`config.mk`:
```
export PLATFORM = sky130hd
export DESIGN_NAME = subway_top
export DESIGN_NICKNAME = d
export VERILOG_FILES = /design/src/subway_map_pkg.sv /design/src/subway_action_pkg.sv /design/src/map_read_if.sv /design/src/subway_map_store.sv /design/src/subway_route_planner.sv /design/src/subway_play_seq.sv /design/src/subway_top.sv
export SDC_FILE = /design/constraint.sdc
export NUM_CORES = 1
export LEC_CHECK = 0
export ABC_CLOCK_PERIOD_IN_PS = 4800
export BUFFER_PORTS_ARGS = -buffer_cell sky130_fd_sc_hd__buf_4
export CORE_ASPECT_RATIO = 0.7
export CORE_UTILIZATION = 40
export DETAILED_ROUTE_END_ITERATION = 16
export MAX_ROUTING_LAYER = met4
export PLACE_DENSITY_LB_ADDON = 0.2
export SYNTH_ARGS = -nofsm -noshare
export SYNTH_HDL_FRONTEND = slang
export SYNTH_SLANG_ARGS = --single-unit
```
`constraint.sdc`:
```
create_clock -name clk -period 4.8 [get_ports clk]
set_input_delay 0.48 -clock clk [delete_from_list [all_inputs] [get_ports clk]]
set_output_delay 0.48 -clock clk [all_outputs]
set_load 0.03 [all_outputs]
```
`src/subway_map_pkg.sv`:
```
`default_nettype none

package subway_map_pkg;

    //////////////////////////////////////////////////////////////////////
    // track geometry
    //////////////////////////////////////////////////////////////////////

    localparam int LANES        = 4;   // tracks on the map
    localparam int MAP_COLS_DEF = 64;  // default map length in columns
    localparam int SEG_LEN      = 8;   // columns per segment, gate at offset 0

    //////////////////////////////////////////////////////////////////////
    // cell codes
    //////////////////////////////////////////////////////////////////////

    // codes 2 and 3 are solid obstacles, only free and low matter here
    typedef logic [1:0] cell_t;

    localparam cell_t CELL_FREE = 2'd0;  // nothing on the track
    localparam cell_t CELL_LOW  = 2'd1;  // low barrier, can be jumped

    // lane 0 is the leftmost track
    typedef logic [1:0] lane_t;

endpackage

`default_nettype wire

```
`src/subway_action_pkg.sv`:
```
`default_nettype none

package subway_action_pkg;

    //////////////////////////////////////////////////////////////////////
    // runner actions, one per column
    //////////////////////////////////////////////////////////////////////

    typedef enum logic [1:0] {
        ACT_FWD   = 2'd0,  // keep running in the lane
        ACT_RIGHT = 2'd1,  // one lane up
        ACT_LEFT  = 2'd2,  // one lane down
        ACT_JUMP  = 2'd3   // hop over a low barrier
    } action_t;

    //////////////////////////////////////////////////////////////////////
    // offsets inside a segment
    //////////////////////////////////////////////////////////////////////

    // jump slots, looking one column ahead
    localparam int OFF_JUMP_A = 1;
    localparam int OFF_JUMP_B = 3;
    localparam int OFF_JUMP_C = 5;

    // staged lane changes toward the next gate
    localparam int OFF_MOVE_1 = 4;  // first step, any distance
    localparam int OFF_MOVE_2 = 6;  // second step, distance above 1
    localparam int OFF_MOVE_3 = 7;  // third step, distance above 2

endpackage

`default_nettype wire

```
`src/map_read_if.sv`:
```
`timescale 1ns/10ps
`default_nettype none

interface map_read_if
    import subway_map_pkg::*;
#(
    parameter int MAP_COLS
) ();

    localparam int CW = $clog2(MAP_COLS);

    logic [CW-1:0]          jump_col;    // column looked at for a jump
    lane_t                  jump_lane;   // lane looked at for a jump
    cell_t                  jump_cell;   // cell at jump_lane/jump_col
    logic [CW-1:0]          gate_col;    // gate column of the next segment
    cell_t [LANES-1:0]      gate_cells;  // all lanes of gate_col
    lane_t                  start_lane;  // init captured with column 0

    // map storage side
    modport store (
        input  jump_col, jump_lane, gate_col,
        output jump_cell, gate_cells, start_lane
    );

    // route planner side
    modport reader (
        output jump_col, jump_lane, gate_col,
        input  jump_cell, gate_cells, start_lane
    );

endinterface

`default_nettype wire

```
`src/subway_map_store.sv`:
```
`timescale 1ns/10ps
`default_nettype none

module subway_map_store
    import subway_map_pkg::*;
#(
    parameter int MAP_COLS
) (
    input  wire logic   clk,
    input  wire logic   rst_n,
    input  wire logic   in_valid,
    input  wire lane_t  init,
    input  wire cell_t  in0,
    input  wire cell_t  in1,
    input  wire cell_t  in2,
    input  wire cell_t  in3,
    map_read_if.store   rd,
    output logic        map_loaded
);

    localparam int CW = $clog2(MAP_COLS);

    cell_t             map_mem [LANES][MAP_COLS];  // lane major
    cell_t [LANES-1:0] col_in;
    logic  [CW-1:0]    load_col;
    logic              in_valid_q;
    lane_t             start_lane_q;

    assign col_in = {in3, in2, in1, in0};

    //////////////////////////////////////////////////////////////////////
    // loading
    //////////////////////////////////////////////////////////////////////

    always_ff @(posedge clk) begin
        if (in_valid) begin
            for (int l = 0; l < LANES; l++) begin
                map_mem[l][load_col] <= col_in[l];  // one column per cycle
            end
        end
    end

    always_ff @(posedge clk or negedge rst_n) begin
        if (!rst_n) begin
            load_col     <= '0;
            in_valid_q   <= 1'b0;
            start_lane_q <= '0;
        end else begin
            in_valid_q <= in_valid;
            if (in_valid) begin
                load_col <= load_col + 1'b1;
            end else begin
                load_col <= '0;  // ready for the next map
            end
            if (in_valid && load_col == '0) begin
                start_lane_q <= init;
            end
        end
    end

    // high in the first idle cycle after the last column
    assign map_loaded = in_valid_q & ~in_valid;

    //////////////////////////////////////////////////////////////////////
    // read ports
    //////////////////////////////////////////////////////////////////////

    assign rd.jump_cell  = map_mem[rd.jump_lane][rd.jump_col];
    assign rd.start_lane = start_lane_q;

    always_comb begin
        for (int l = 0; l < LANES; l++) begin
            rd.gate_cells[l] = map_mem[l][rd.gate_col];
        end
    end

endmodule

`default_nettype wire

```
`src/subway_route_planner.sv`:
```
`timescale 1ns/10ps
`default_nettype none

module subway_route_planner
    import subway_map_pkg::*;
    import subway_action_pkg::*;
#(
    parameter int MAP_COLS
) (
    input  wire logic                         clk,
    input  wire logic                         rst_n,
    input  wire logic [$clog2(MAP_COLS)-1:0]  step,
    input  wire logic                         step_en,
    map_read_if.reader                        rd,
    output action_t                           action
);

    localparam int CW = $clog2(MAP_COLS);
    localparam int OW = $clog2(SEG_LEN);
    localparam logic [CW-1:0] LAST_SEG_START = CW'(MAP_COLS - SEG_LEN);

    lane_t             lane_q;       // lane the runner is in
    lane_t             target_q;     // target lane of this segment
    logic signed [2:0] dist_q;       // lane minus target at segment start
    lane_t             cur_lane;
    lane_t             gate_target;
    logic signed [2:0] gate_dist;
    logic        [1:0] dist_mag;
    logic     [OW-1:0] offset;
    logic              last_seg;
    logic              jump_slot;
    logic              move_req;

    assign offset   = step[OW-1:0];
    assign last_seg = (step >= LAST_SEG_START);

    // lane_q still holds the previous run during step 0
    assign cur_lane = (step == '0) ? rd.start_lane : lane_q;

    //////////////////////////////////////////////////////////////////////
    // gate target
    //////////////////////////////////////////////////////////////////////

    // only sampled at offset 0, where this is the next segment start
    assign rd.gate_col = step + CW'(SEG_LEN);

    always_comb begin
        gate_target = lane_t'(LANES - 1);  // fallback when 0..2 are blocked
        for (int l = LANES - 2; l >= 0; l--) begin
            if (rd.gate_cells[l] == CELL_FREE) begin
                gate_target = lane_t'(l);
            end
        end
    end

    assign gate_dist = signed'({1'b0, cur_lane}) - signed'({1'b0, gate_target});
    assign dist_mag  = dist_q[2] ? 2'(-dist_q) : dist_q[1:0];

    //////////////////////////////////////////////////////////////////////
    // action decision
    //////////////////////////////////////////////////////////////////////

    always_comb begin
        case (offset)
            OFF_MOVE_1: move_req = (dist_mag > 2'd0);
            OFF_MOVE_2: move_req = (dist_mag > 2'd1);
            OFF_MOVE_3: move_req = (dist_mag > 2'd2);
            default:    move_req = 1'b0;
        endcase
    end

    assign jump_slot = (offset == OFF_JUMP_A) ||
                       (offset == OFF_JUMP_B) ||
                       (offset == OFF_JUMP_C);

    assign rd.jump_col  = step + 1'b1;  // look one column ahead
    assign rd.jump_lane = lane_q;

    always_comb begin
        action = ACT_FWD;
        if (move_req) begin
            // lane 0 is on the left
            action = (lane_q > target_q) ? ACT_LEFT : ACT_RIGHT;
        end else if (jump_slot && rd.jump_cell == CELL_LOW) begin
            action = ACT_JUMP;
        end
    end

    //////////////////////////////////////////////////////////////////////
    // lane and segment registers
    //////////////////////////////////////////////////////////////////////

    always_ff @(posedge clk or negedge rst_n) begin
        if (!rst_n) begin
            lane_q   <= '0;
            target_q <= '0;
            dist_q   <= '0;
        end else if (step_en) begin
            if (offset == '0) begin
                // no gate after the last segment, stay put
                target_q <= last_seg ? cur_lane : gate_target;
                dist_q   <= last_seg ? 3'sd0 : gate_dist;
            end
            if (step == '0) begin
                lane_q <= rd.start_lane;
            end else if (action == ACT_LEFT) begin
                lane_q <= lane_q - 2'd1;
            end else if (action == ACT_RIGHT) begin
                lane_q <= lane_q + 2'd1;
            end
        end
    end

endmodule

`default_nettype wire

```
`src/subway_play_seq.sv`:
```
`timescale 1ns/10ps
`default_nettype none

module subway_play_seq
    import subway_action_pkg::*;
#(
    parameter int MAP_COLS
) (
    input  wire logic                         clk,
    input  wire logic                         rst_n,
    input  wire logic                         map_loaded,
    input  wire action_t                      action,
    output logic [$clog2(MAP_COLS)-1:0]       step,
    output logic                              step_en,
    output logic                              out_valid,
    output action_t                           out
);

    localparam int CW = $clog2(MAP_COLS);
    localparam logic [CW-1:0] LAST_STEP = CW'(MAP_COLS - 1);

    typedef enum logic {
        ST_IDLE = 1'b0,
        ST_PLAY = 1'b1
    } state_t;

    state_t state_q;
    state_t state_d;

    //////////////////////////////////////////////////////////////////////
    // idle/play FSM
    //////////////////////////////////////////////////////////////////////

    always_comb begin
        state_d = state_q;
        case (state_q)
            ST_IDLE: if (map_loaded) state_d = ST_PLAY;
            ST_PLAY: if (step == LAST_STEP) state_d = ST_IDLE;
            default: state_d = ST_IDLE;
        endcase
    end

    assign step_en = (state_q == ST_PLAY);

    always_ff @(posedge clk or negedge rst_n) begin
        if (!rst_n) begin
            state_q <= ST_IDLE;
            step    <= '0;
        end else begin
            state_q <= state_d;
            if (step_en) begin
                step <= step + 1'b1;  // wraps to 0 after the last column
            end else begin
                step <= '0;
            end
        end
    end

    //////////////////////////////////////////////////////////////////////
    // output stage, one cycle behind step
    //////////////////////////////////////////////////////////////////////

    always_ff @(posedge clk or negedge rst_n) begin
        if (!rst_n) begin
            out_valid <= 1'b0;
            out       <= ACT_FWD;
        end else begin
            out_valid <= step_en;
            out       <= step_en ? action : ACT_FWD;  // zero while idle
        end
    end

endmodule

`default_nettype wire

```
`src/subway_top.sv`:
```
`timescale 1ns/10ps
`default_nettype none

module subway_top
    import subway_map_pkg::*;
    import subway_action_pkg::*;
#(
    parameter int MAP_COLS = MAP_COLS_DEF
) (
    input  wire logic   clk,
    input  wire logic   rst_n,
    input  wire logic   in_valid,
    input  wire lane_t  init,
    input  wire cell_t  in0,
    input  wire cell_t  in1,
    input  wire cell_t  in2,
    input  wire cell_t  in3,
    output logic        out_valid,
    output action_t     out
);

    localparam int CW = $clog2(MAP_COLS);

    logic          map_loaded;
    logic [CW-1:0] step;
    logic          step_en;
    action_t       action;

    map_read_if #(.MAP_COLS(MAP_COLS)) rd_if ();

    subway_map_store #(.MAP_COLS(MAP_COLS)) u_store (
        .clk        (clk),
        .rst_n      (rst_n),
        .in_valid   (in_valid),
        .init       (init),
        .in0        (in0),
        .in1        (in1),
        .in2        (in2),
        .in3        (in3),
        .rd         (rd_if.store),
        .map_loaded (map_loaded)
    );

    subway_route_planner #(.MAP_COLS(MAP_COLS)) u_planner (
        .clk     (clk),
        .rst_n   (rst_n),
        .step    (step),
        .step_en (step_en),
        .rd      (rd_if.reader),
        .action  (action)
    );

    subway_play_seq #(.MAP_COLS(MAP_COLS)) u_seq (
        .clk        (clk),
        .rst_n      (rst_n),
        .map_loaded (map_loaded),
        .action     (action),
        .step       (step),
        .step_en    (step_en),
        .out_valid  (out_valid),
        .out        (out)
    );

endmodule

`default_nettype wire

```
== After elaboration in Yosys (flattened, before gate mapping) ==
Memories as Yosys holds them, arrays and structs flattened.
Cells that the tools add are included.

* Reduce and logical (&&, ||, !) cells: 14
* Magnitude comparators: 9
* Muxes and demuxes: 36
* Add/sub/neg operators: 7
* Bitwise gates (word level): 6
* Eq/ne operators: 10

{| class="wikitable"
|+ Operator list
! kind !! number
|-
| two-way mux 128 bit || 1
|-
| binary-select mux 2 bit (select 6 bit) || 4
|-
| two-way mux 2 bit || 21
|-
| >= comparator 7 bit, second input constant || 3
|-
| inverter 6 -> 7 bit || 3
|-
| adder 6 x 1 -> 6 bit, second input constant || 2
|-
| demux 2 bit (select 6 bit) || 1
|-
| equality test 3 bit, second input constant || 4
|-
| zero test 6 bit || 2
|-
| two-way mux 6 bit || 2
|-
| < comparator 7 x 1 -> 1 bit, second input constant || 1
|-
| adder 6 x 4 -> 6 bit, second input constant || 1
|-
| equality test 6 bit, second input constant || 1
|-
| >= comparator 6 bit, second input constant || 1
|-
| zero test 2 bit || 3
|-
| equality test 2 x 1 -> 1 bit, second input constant || 2
|-
| > comparator 2 x 1 -> 1 bit, second input constant || 2
|-
| two-way mux 1 bit || 4
|-
| AND reduction 2 bit || 2
|-
| equality test 3 x 1 -> 1 bit, second input constant || 1
|-
| equality test 3 x 2 -> 1 bit, second input constant || 1
|-
| logical AND 1 bit || 3
|-
| zero test 3 bit || 1
|-
| two-way mux 3 bit || 1
|-
| 13 further kinds || 15
|}

* Output and inout bits: 3
* Word-level logic and storage cells: 93
* Memories: 1
* Bits in registers: 26
* RAM bits: 512
* Bits of input ports: 13

{| class="wikitable"
|+ Memories
! memory !! depth !! width !! read ports !! clocked after Yosys merged registers in !! wr ports !! RTL line !! text
|-
| u_store.map_mem || 4 || 128 || 4 || 0 || 4 || subway_map_store.sv:23 || <nowiki>cell_t map_mem [LANES][MAP_COLS];</nowiki>
|}

== Longest topological paths before layout ==
Gate-level depths: netlist (run 1).

* Depth after elaboration: 13
* Gate-level depth with buffers: 20
* Gate-level depth less buffers: 16

== Modules after synthesis ==
A second synthesis (run 1) with hierarchy kept.

* Cells, all modules: 1390
* Area, all modules: 25632.1 µm²

{| class="wikitable"
|+ Modules (own cells, without submodules)
! module !! times used !! cells an instance !! seq. area each (µm²) !! area each (µm²)
|-
| subway_map_store || 1 || 1277 || 15600.0 || 24477.2
|-
| subway_route_planner || 1 || 83 || 175.2 || 767.0
|-
| subway_play_seq || 1 || 30 || 250.2 || 387.9
|}

== Worst setup path after synthesis (run 1) ==
Ideal clock, no wire load.

* Path kind: register -> register
* Start: register u_seq.step[0]
* End: register u_planner.lane_q[1], in the netlist u_planner.rd.jump_lane[1]
* Required time: 4.657 ns
* Buffers on the path: 4
* Library setup time: 0.143 ns
* Arrival time: 3.473 ns
* Path slack: 1.183 ns
* Cell stages (with the launch flop): 20
* Clock period less this slack: 3.617 ns
* Cells stage by stage: dfrtp_1 buf_6 inv_2 buf_2 ha_1 buf_2 inv_1 clkbuf_1 nor2_1 o211ai_1 nand3_1 o221ai_1 nand4_1 o2111a_1 or2_1 ha_1 nor2_1 nand2_1 mux2i_1 a22oi_1

* Cells in the longest elaborated chain, start to end: 12
* Elaborated cells on any way between the ends: 25
* Classes of those cells: add/sub: 1; eq/ne: 9; mux: 8; bitwise: 1; reduce/logical: 6

{| class="wikitable"
|+ RTL lines
! what !! RTL line !! text
|-
| start: declaration || subway_play_seq.sv:13 || <nowiki>output logic [$clog2(MAP_COLS)-1:0] step,</nowiki>
|-
| start signal: assignment || subway_play_seq.sv:52 || <nowiki>step <= step + 1'b1;</nowiki>
|-
| adder 6 x 1 -> 6 bit || subway_route_planner.sv:76 || <nowiki>assign rd.jump_col = step + 1'b1;</nowiki>
|-
| inverter 6 -> 7 bit (not written as such) || subway_map_store.sv:68 || <nowiki>assign rd.jump_cell = map_mem[rd.jump_lane][rd.jump_col];</nowiki>
|-
| binary-select mux 2 bit (select 6 bit) || subway_map_store.sv:68 ||
|-
| two-way mux 2 bit (not written as such) (2 in a row) || subway_map_store.sv:68 ||
|-
| equality test 2 x 1 -> 1 bit || subway_route_planner.sv:84 || <nowiki>end else if (jump_slot && rd.jump_cell == CELL_LOW) begin</nowiki>
|-
| logical AND 1 bit || subway_route_planner.sv:84 ||
|-
| two-way mux 2 bit || subway_route_planner.sv:84 ||
|-
| two-way mux 2 bit || subway_route_planner.sv:81 || <nowiki>if (move_req) begin</nowiki>
|-
| equality test 2 x 1 -> 1 bit / equality test 2 bit (equally long branches) || subway_route_planner.sv:108, subway_route_planner.sv:106 ||
|-
| nonzero test 3 bit (no line) / two-way mux 2 bit (equally long branches) || n/a ||
|-
| AND reduction 2 bit (no line) / two-way mux 2 bit (equally long branches) || n/a ||
|-
| end signal: assignment || subway_route_planner.sv:105 || <nowiki>lane_q <= rd.start_lane;</nowiki>
|-
| end signal: assignment || subway_route_planner.sv:107 || <nowiki>lane_q <= lane_q - 2'd1;</nowiki>
|-
| end signal: assignment || subway_route_planner.sv:109 || <nowiki>lane_q <= lane_q + 2'd1;</nowiki>
|-
| end: declaration || subway_route_planner.sv:22 || <nowiki>lane_t lane_q;</nowiki>
|}

Several ways; a longest one is shown, not always the timed one. The select of a mux whose other input is x is not followed.
A chain may end at the register's enable or synchronous reset.

== Final worst setup path (run 1) ==
* Start: register u_seq.step[3]
* End: register u_planner.lane_q[1], in the netlist u_planner.rd.jump_lane[1]

Same word-level chain as after synthesis.

==> reports/results.ini, run 1 <==
[synthesis]
synth-edff-count = 512
syn-num-nets = 1689
syn_area_per_cell_um2 = 13.8
synth_flop_cell = edfxtp_1
synth_area_leader_cell = edfxtp_1
ys_types = 81
ys_ff_latch = 538
yosysWarningCount = 0
synth_area_mm2 = 0.0230
syn_inst = 1662
ys_seq_area_frac = 0.697
synth.area.top_cells = edfxtp_1, mux4_2, nor2_1
async_flop_share = 0.0483
synth_top_area_frac = 0.669

[setup_path]
cp_cell_sequence = clkinv_1, xnor2_4, a21oi_1, a31oi_1, o221ai_1, nand4_1, o2111a_1, nor2_1, ha_1, nor2_1, nand2_1, mux2i_1, a22oi_1
cp_slowest_stage_delay_ps = 800
path_common_cell = nor2_1
critPathKind = register to register
end_kind = register
r2r_cells = 13
cp_max_fo = 14
crit_buf_inv = 1
cp_top_family = compound AO/OA/AOI/OAI gates
cpMaxStageDelayCell = dfrtp_1
r2r_start = u_seq.step[3]
cp.required_ps = 5230
regToRegSetupSlack_ps = 160
cp.arrival_ps = 5070
startpoint_type = register
reg2reg_to = u_planner.rd.jump_lane[1]

[finish]
drive_gt1_frac = 0.102
antenna_cells = 0
fillers = 5038
area_growth_pct = 10.9
layout_common_cells = edfxtp_1, nor2_1, nand2_1
mostFrequentLayoutCell = edfxtp_1
fin_nets = 1707

[sta]
worst_slew_pin_slew_ps = 1130
fmax_mhz = 216
setup_tns_ps = 0
min_period_over_period = 0.967
min_period_ps = 4640
skew_ps = 20.9
hold_viol = 0
drv_slew = 0
setup_violations = 0
slew_headroom = 0.239
grt_setup_unrepaired = false

[clocking]
cts-buffers-inserted = 51
root_buffer = clkbuf_16
tritoncts = done
cts_setup_buffers = 0
cts_sinks = 538
clk_pin_slew_ps = 70
htree_levels = 2
insertion_delay_ps = 580
clockBufferDepth = 3

[route]
routedWlPerCell_um = 27.2
drt_iter0_drc = 1756
dr.pass1.iters = 6
wl_um = 67100
antenna_left = 0
vias_per_cell = 5.93
vias = 14600
drc_errors = 0

[grt]
antenna_found_initial = 0
grt_pass1_wl_um = 97500
grt_max_degree = 102
groute.usage.overall = 0.237
grt_pass1_vias = 14100
overflow = 0

[floorplanning]
die_h_um = 203
core_area_mm2 = 0.0568
start_util = 0.405
io_pins = 16
dieArea_mm2 = 0.0584
die_w_um = 289
rows = 73

[hold_path]
whs_path_depth = 1
whs_endpoint = u_store.in_valid_q
worstHoldStart = in_valid
hold_class = input pin to register

[place]
port_buffers = 15
gp_congestion = 0.966
dp_hpwl_um = 41200

[pwr]
total_leakage_power_nw = 8.21
irDropWorstVdd_mv = 0.363
power_w = 0.0142
powerDensity_mw_per_mm2 = 558

[run]
drv_cap = 0

[run_status]
status = finished clean

## layer usage
| layer | part of all wire | up-vias | track usage |
|---|---|---|---|
| met5 | 0 | - | - |
| met4 | 0.017 | 0 | 0.0423 |
| met3 | 0.093 | 81 | 0.0463 |
| met2 | 0.42 | 655 | 0.321 |
| met1 | 0.47 | 7473 | 0.369 |
| li1 | - | 6432 | - |
## state kept, by name (all words and copies together) (netlist names)
| name | count |
|---|---|
| u_store.map_mem | 512 |
| u_seq.step | 6 |
| u_store.load_col | 6 |
| u_planner.dist_q | 3 |
| u_planner.rd.jump_lane | 2 |
| u_planner.target_q | 2 |
| u_seq.out | 2 |
| u_store.rd.start_lane | 2 |
| u_seq.out_valid | 1 |
| u_seq.step_en | 1 |
| u_store.in_valid_q | 1 |
## worst reg2reg max path: cells and delay by family, from the launching register on
family                   cells  cell delay, ps
adder cells (fa/ha/maj)      1             330
AND/OR/NAND/NOR              4             470
buffers and inverters        1             620
multiplexers                 1             140
flip-flops                   1             800
XOR/XNOR                     1             720
AO/OA/AOI/OAI                5            1400
## worst max path at each step
stage                  start                   endpoint  slack (ps)  depth (start not counted)
5_1_grt        u_seq.step[3]  u_planner.rd.jump_lane[1]          90                         13
3_3_place_gp   u_seq.step[3]  u_planner.rd.jump_lane[1]         230                         13
3_5_place_dp   u_seq.step[3]  u_planner.rd.jump_lane[1]         300                         13
4_1_cts        u_seq.step[3]  u_planner.rd.jump_lane[1]         240                         13
2_1_floorplan  u_seq.step[0]  u_planner.rd.jump_lane[1]        1180                         19
6_report       u_seq.step[3]  u_planner.rd.jump_lane[1]         160                         13
## report_power, final
part | internal, W | switching, W | leakage (nW)
logic | 0.00155 | 0.00325 | 2.49
registers | 0.00524 | 0.000177 | 4.92
clock network | 0.00226 | 0.00175 | 0.795
total | 0.00904 | 0.00518 | 8.21
## logic make-up after synthesis
logic type | share of synthesized area
adders and majority gates | 0.00795
buffers and inverters | 0.0370
DFF | 0.697
AOI/OAI and AO/OA | 0.105
and+or+nand+nor | 0.116
xor gates and xnor gates | 0.00484
muxes | 0.0317
## layout make-up
type                    count  area, um2  area share
clock buffers              65       1390      0.0546
clock inverters            28        231     0.00908
inverters                  94        353      0.0138
multi-input cells         944       6120       0.240
flip-flops and latches    538      16000       0.629
well taps                 750        938      0.0368
repair buffers             51        423      0.0166
## Yosys cell counts, types with 7 or more instances
master	instances
nand2b_1	53
a22oi_1	8
nand3b_1	9
nor2b_1	28
buf_2	38
nor3_1	84
nand2_1	112
nor2_1	178
mux4_2	30
or3b_2	8
ha_1	13
buf_4	12
o21ai_0	27
a211oi_1	14
buf_6	11
edfxtp_1	512
o22ai_1	11
and2_1	12
o221ai_1	34
inv_1	89
o32ai_1	62
o211ai_1	9
a21oi_1	83
a31oi_1	10
nand4_1	7
clkbuf_1	21
or3_1	10
nand3_1	20
dfrtp_1	26
nor3b_1	11
## metrics by stage
step	hold slack (ps)	instance area, um2	std cells	util	setup WS [ps]
global placement	432	23800	2376	0.420	233
floorplan	184	23000	1662	-	1180
finish	124	25500	2470	0.449	160
global route	108	25500	2470	0.449	88.3
CTS	100	25500	2470	0.449	244
detailed placement	434	23800	2376	0.420	295
## what timing repair did
action                                  4_1_cts  5_1_grt
hold endpoints to repair                     26        0
endpoints found under the setup margin        0        1
gates resized for setup                       0        1
hold buffers                                  1        0
(Power assumes the default switching activity.)
==> run 2: changes to the inputs <==
- ABC_CLOCK_PERIOD_IN_PS: 4800 -> 5600
- CORE_MARGIN: unset -> 2
- clock period: 4.8 -> 5.6 ns (I/O delays scaled with it)
==> run 2 against run 1 <==
The run now ends with capacitance limit, slew limit left. Largest cell class unchanged. Final cell count decreased by 0.93%. First-iteration DRC count increased by 4.9%. Sequential power decreased by 14%. Via count decreased by 1.6%. Flip-flop and latch count unchanged. Worst hold slack improved by 86 ps. Final area decreased by 0.79%. Fmax increased by 1.2%.
==> reports/results.ini, run 2 (synthesized netlist as in run 1, its figures left out) <==
[grt]
groute.usage.overall = 0.229
grt_max_degree = 115
grt_pass1_vias = 13700
antenna_found_initial = 1
grt_pass1_wl_um = 95500
overflow = 0

[floorplanning]
die_h_um = 205
start_util = 0.405
die_w_um = 291
dieArea_mm2 = 0.0594
io_pins = 16
rows = 73
core_area_mm2 = 0.0568

[route]
drt_iter0_drc = 1842
vias = 14400
wl_um = 65800
routedWlPerCell_um = 26.9
vias_per_cell = 5.89
antenna_left = 0
drc_errors = 0
dr.pass1.iters = 5

[hold_path]
hold_class = input pin to register
worstHoldStart = in_valid
whs_path_depth = 1
whs_endpoint = u_store.in_valid_q

[sta]
min_period_ps = 4590
grt_setup_unrepaired = false
setup_tns_ps = 0
min_period_over_period = 0.819
drv_slew = 12
layout_setup_ws_ps = 1010
setup_violations = 0
hold_viol = 0
skew_ps = 17.4
slew_headroom = -0.0241
worst_slew_pin_slew_ps = 1530
fmax_mhz = 218

[place]
dp_hpwl_um = 40400
port_buffers = 15
gp_congestion = 0.963
dp_cells = 2359
place_ws_ps = 1170

[clocking]
clockBufferDepth = 3
htree_levels = 2
ctsResizeCount = 0
clk_pin_slew_ps = 70
cts-buffers-inserted = 51
insertion_delay_ps = 580
cts_sinks = 538
tritoncts = done
root_buffer = clkbuf_16

[finish]
reg_top3 = u_store.map_mem x512, u_seq.step x6, u_store.load_col x6
mostFrequentLayoutCell = edfxtp_1
multi_input_area_mm2 = 0.00611
drive_gt1_frac = 0.0914
fin_cells = 2447
largest_register_ffs = 512
seqCellArea_mm2 = 0.0160
regMostFlops = u_store.map_mem
fillers = 5061
fin_nets = 1690
layout_common_cells = edfxtp_1, nor2_1, nand2_1
area_growth_pct = 10.0

[setup_path]
cp_max_fo = 20
crit_buf_inv = 1
r2r_cells = 14
regToRegSetupSlack_ps = 1010
cp_cell_sequence = buf_4, nand2b_1, a311oi_1, a2111oi_0, a2111o_1, nand4_1, nand4_1, o2111a_1, nor2_1, ha_1, nor2_1, nand2_1, mux2i_1, a22oi_1
cp.arrival_ps = 5020
startpoint = u_seq.step[0]
r2r_start = u_seq.step[0]
cpMaxStageDelayCell = a2111oi_0
cp.required_ps = 6030
cp_top_family = compound AO/OA/AOI/OAI gates
startpoint_type = register
reg2reg_to = u_planner.rd.jump_lane[1]
critPathKind = register to register
end_kind = register
cp_slowest_stage_delay_ps = 880

[pwr]
pwr-share-seq = 0.388
irDropWorstVdd_mv = 0.337
p_sw_frac = 0.362
intPower_w = 0.00762
clkPwrFrac = 0.283
p_switching_w = 0.00432
power_w = 0.0119
total_leakage_power_nw = 8.09
powerDensity_mw_per_mm2 = 472
combPwrFrac = 0.330

[run]
drv_cap = 1

[run_status]
status = complete, but fails checks
violations = capacitance limit, slew limit

run 2: changes by cell type in the layout (fill, tap and decap cells not counted), moves of 2 or more:
cell,previous run,this run
buf_12,3,1
clkbuf_8,2,4
buf_4,47,32
clkbuf_1,10,12
clkinv_2,8,4
clkinv_1,15,9
run 2: cell type report:
type	instances	share of cell area
flip-flops and latches	538	0.634
clock inverters	17	0.00618
well taps	750	0.0371
diodes	1	0.0000989
multi-input cells	944	0.242
repair buffers	34	0.0107
clock buffers	69	0.0564
inverters	94	0.0140
run 2: worst max-delay path by stage:
stage / slack [ps] / to / depth (start not counted)
final: 1010 / u_planner.rd.jump_lane[1] / 14
after global routing: 890 / u_planner.rd.jump_lane[1] / 14
after CTS: 1140 / u_planner.rd.jump_lane[1] / 14
after detailed placement: 1170 / u_planner.rd.jump_lane[1] / 14
after global placement: 1190 / u_planner.rd.jump_lane[1] / 15
after floorplan: 1980 / u_planner.rd.jump_lane[1] / 19
run 2: power by group through the flow:
stage | combinational (W) | clock (W) | sequential [W]
final | 0.00394 | 0.00338 | 0.00463
after global routing | 0.00416 | 0.00358 | 0.00464
after CTS | 0.00385 | 0.00341 | 0.00462
after detailed placement | 0.00383 | 0 | 0.00471
after global placement | 0.00383 | 0 | 0.00470
after floorplan | 0.00255 | 0 | 0.00463
run 2: metal layers:
metal | track usage | vias to the layer above | part of all wire | routed length [um]
met3 | 0.0393 | 81 | 0.088 | 5810
li1 | - | 6394 | - | -
met1 | 0.353 | 7289 | 0.48 | 31500
met5 | - | - | 0 | 0
met4 | 0.0377 | 0 | 0.016 | 1050
met2 | 0.319 | 650 | 0.42 | 27500
run 2: metrics by stage:
stage               hold slack, ps   util  area (um2)
floorplan                      264      -       23000
global placement               481  0.417       23700
detailed placement             484  0.417       23700
CTS                            189  0.445       25300
global route                   202  0.445       25300
finish                         210  0.445       25300
run 2: repair_timing:
action / in CTS / in global routing
endpoints found under the hold margin: 26 / 0
setup buffers: 0 / 0
hold buffers: 1 / 0
==> run 3: changes to the inputs <==
- ABC_CLOCK_PERIOD_IN_PS: 5600 -> 4700
- clock period: 5.6 -> 4.7 ns (I/O delays scaled with it)
==> run 3 against run 2 <==
The flow now finishes without violations. Clock skew increased by 4.0 ps. Non-clock buffer count up 26. Fmax is 11% higher. Die area unchanged. Final cell count rose by 1.3%. Clock power grew 23%. Wire length increased by 3.3%. Worst hold slack lost 100 ps. Sequential power increased by 18%. Critical path type unchanged. Largest cell class unchanged.
==> reports/results.ini, run 3 (synthesized netlist as in run 1, its figures left out) <==
[run_status]
status = finished clean

[route]
routedWlPerCell_um = 27.4
wl_um = 68000
drt_iter0_drc = 1714
dr.pass1.iters = 5
antenna_left = 0
vias = 14900
vias_per_cell = 5.99
drc_errors = 0

[setup_path]
reg2reg_to = u_planner.rd.jump_lane[1]
cp.required_ps = 5140
critPathKind = register to register
cp_max_fo = 15
startpoint_type = register
path_common_cell = o2111a_1
cp.arrival_ps = 4580
end_kind = register
cpMaxStageDelayCell = nor2b_1
regToRegSetupSlack_ps = 560
cp_slowest_stage_delay_ps = 880
r2r_cells = 14
r2r_start = u_seq.step[0]
cp_cell_sequence = buf_4, nor2b_1, o21ai_0, a32o_1, o2111a_1, o2111ai_1, a31oi_1, o2111a_1, or2_1, ha_1, nor2_1, nand2_1, mux2i_1, a22oi_1

[sta]
worst_slew_pin_slew_ps = 1090
min_period_over_period = 0.881
slew_headroom = 0.270
skew_ps = 21.4
min_period_ps = 4140
setup_violations = 0
hold_viol = 0
grt_setup_unrepaired = false
setup_tns_ps = 0
fmax_mhz = 241
drv_slew = 0
holdWs_ps = 106

[pwr]
total_leakage_power_nw = 8.27
powerDensity_mw_per_mm2 = 576
irDropWorstVdd_mv = 0.573
power_w = 0.0147

[clocking]
cts_sinks = 538
clk_pin_slew_ps = 60
cts-buffers-inserted = 51
root_buffer = clkbuf_16
ctsResizeCount = 0
htree_levels = 2
cts_setup_buffers = 0
tritoncts = done
clockBufferDepth = 3
insertion_delay_ps = 590

[finish]
reg_top3 = u_store.map_mem x512, u_seq.step x6, u_store.load_col x6
largest_register_ffs = 512
post-route-util = 0.450
layout_common_cells = edfxtp_1, nor2_1, nand2_1
fin_nets = 1716
regMostFlops = u_store.map_mem
mostFrequentLayoutCell = edfxtp_1
area_growth_pct = 11.3
drive_gt1_frac = 0.109

[floorplanning]
start_util = 0.405
core_area_mm2 = 0.0568
die_w_um = 291
rows = 73
io_pins = 16
die_h_um = 205
dieArea_mm2 = 0.0594

[grt]
groute.usage.overall = 0.235
grt_pass1_wl_um = 99000
grt_pass1_vias = 14300
grt_max_degree = 103
antenna_found_initial = 1
overflow = 0

[hold_path]
whs_path_depth = 1
whs_endpoint = u_store.in_valid_q
hold_class = input pin to register
worstHoldStart = in_valid

[place]
dp_hpwl_um = 42800
port_buffers = 15
gp_congestion = 0.974

[run]
drv_cap = 0

[run 3: cell count changes in the layout (fill, tap and decap cells not counted), sizes merged]
| cell | delta |
|---|---|
| buf | +26 |
| bufinv | +2 |
| clkinv | +2 |
| clkbuf | +1 |
| clkinvlp | +1 |
[run 3: how the worst max path moves through the flow]
| stage | from | end | slack (ps) |
|---|---|---|---|
| finish | u_seq.step[0] | u_planner.rd.jump_lane[1] | 560 |
| global route | u_seq.step[0] | u_planner.rd.jump_lane[1] | 450 |
| CTS | u_seq.step[0] | u_planner.rd.jump_lane[1] | 700 |
| detailed placement | u_seq.step[0] | u_planner.rd.jump_lane[1] | 730 |
| global placement | u_seq.step[0] | u_planner.rd.jump_lane[1] | 690 |
| floorplan | u_seq.step[0] | u_planner.rd.jump_lane[1] | 1080 |
[run 3: metrics by stage]
stage          setup slack [ps]  instance area (um2)  std cells
6_report                    558                25600       2479
5_1_grt                     447                25600       2479
4_1_cts                     698                25600       2478
3_5_place_dp                729                23900       2385
3_3_place_gp                687                23900       2385
2_1_floorplan              1080                23000       1662
[run 3: area by class of cell]
cell class,count,area (um2)
Clock inverter,22,241
Inverter,94,353
Tap cell,750,938
Clock buffer,70,1410
Sequential cell,538,16000
Antenna cell,1,2.50
Fill cell,5094,31200
Timing Repair Buffer,60,503
Multi-Input combinational cell,944,6110
[run 3: worst max-delay path, delay by kind of cell, from the launching register on]
| kind | cells | cell delay (ps) |
|---|---|---|
| buf+inv | 1 | 240 |
| compound gates | 7 | 1540 |
| fa+ha+maj | 1 | 320 |
| mux | 1 | 130 |
| simple gates | 4 | 1340 |
| flops | 1 | 400 |
[run 3: layer usage]
| layer | wire [um] | up-vias | track usage |
|---|---|---|---|
| met1 | 32000 | 7623 | 0.356 |
| met2 | 28900 | 705 | 0.335 |
| met5 | 0 | - | - |
| met4 | 1160 | 0 | 0.0452 |
| met3 | 5910 | 84 | 0.0391 |
| li1 | - | 6445 | - |
[run 3: timing repair]
action,4_1_cts,5_1_grt
endpoints found under the setup margin,0,0
hold buffers,1,0
hold endpoints to repair,26,0
[run 3: power by group]
| group | internal [W] | switching [W] | leakage, nW |
|---|---|---|---|
| clock network | 0.00237 | 0.00180 | 0.808 |
| logic | 0.00169 | 0.00341 | 2.54 |
| registers | 0.00535 | 0.000116 | 4.92 |
| total | 0.00941 | 0.00532 | 8.27 |
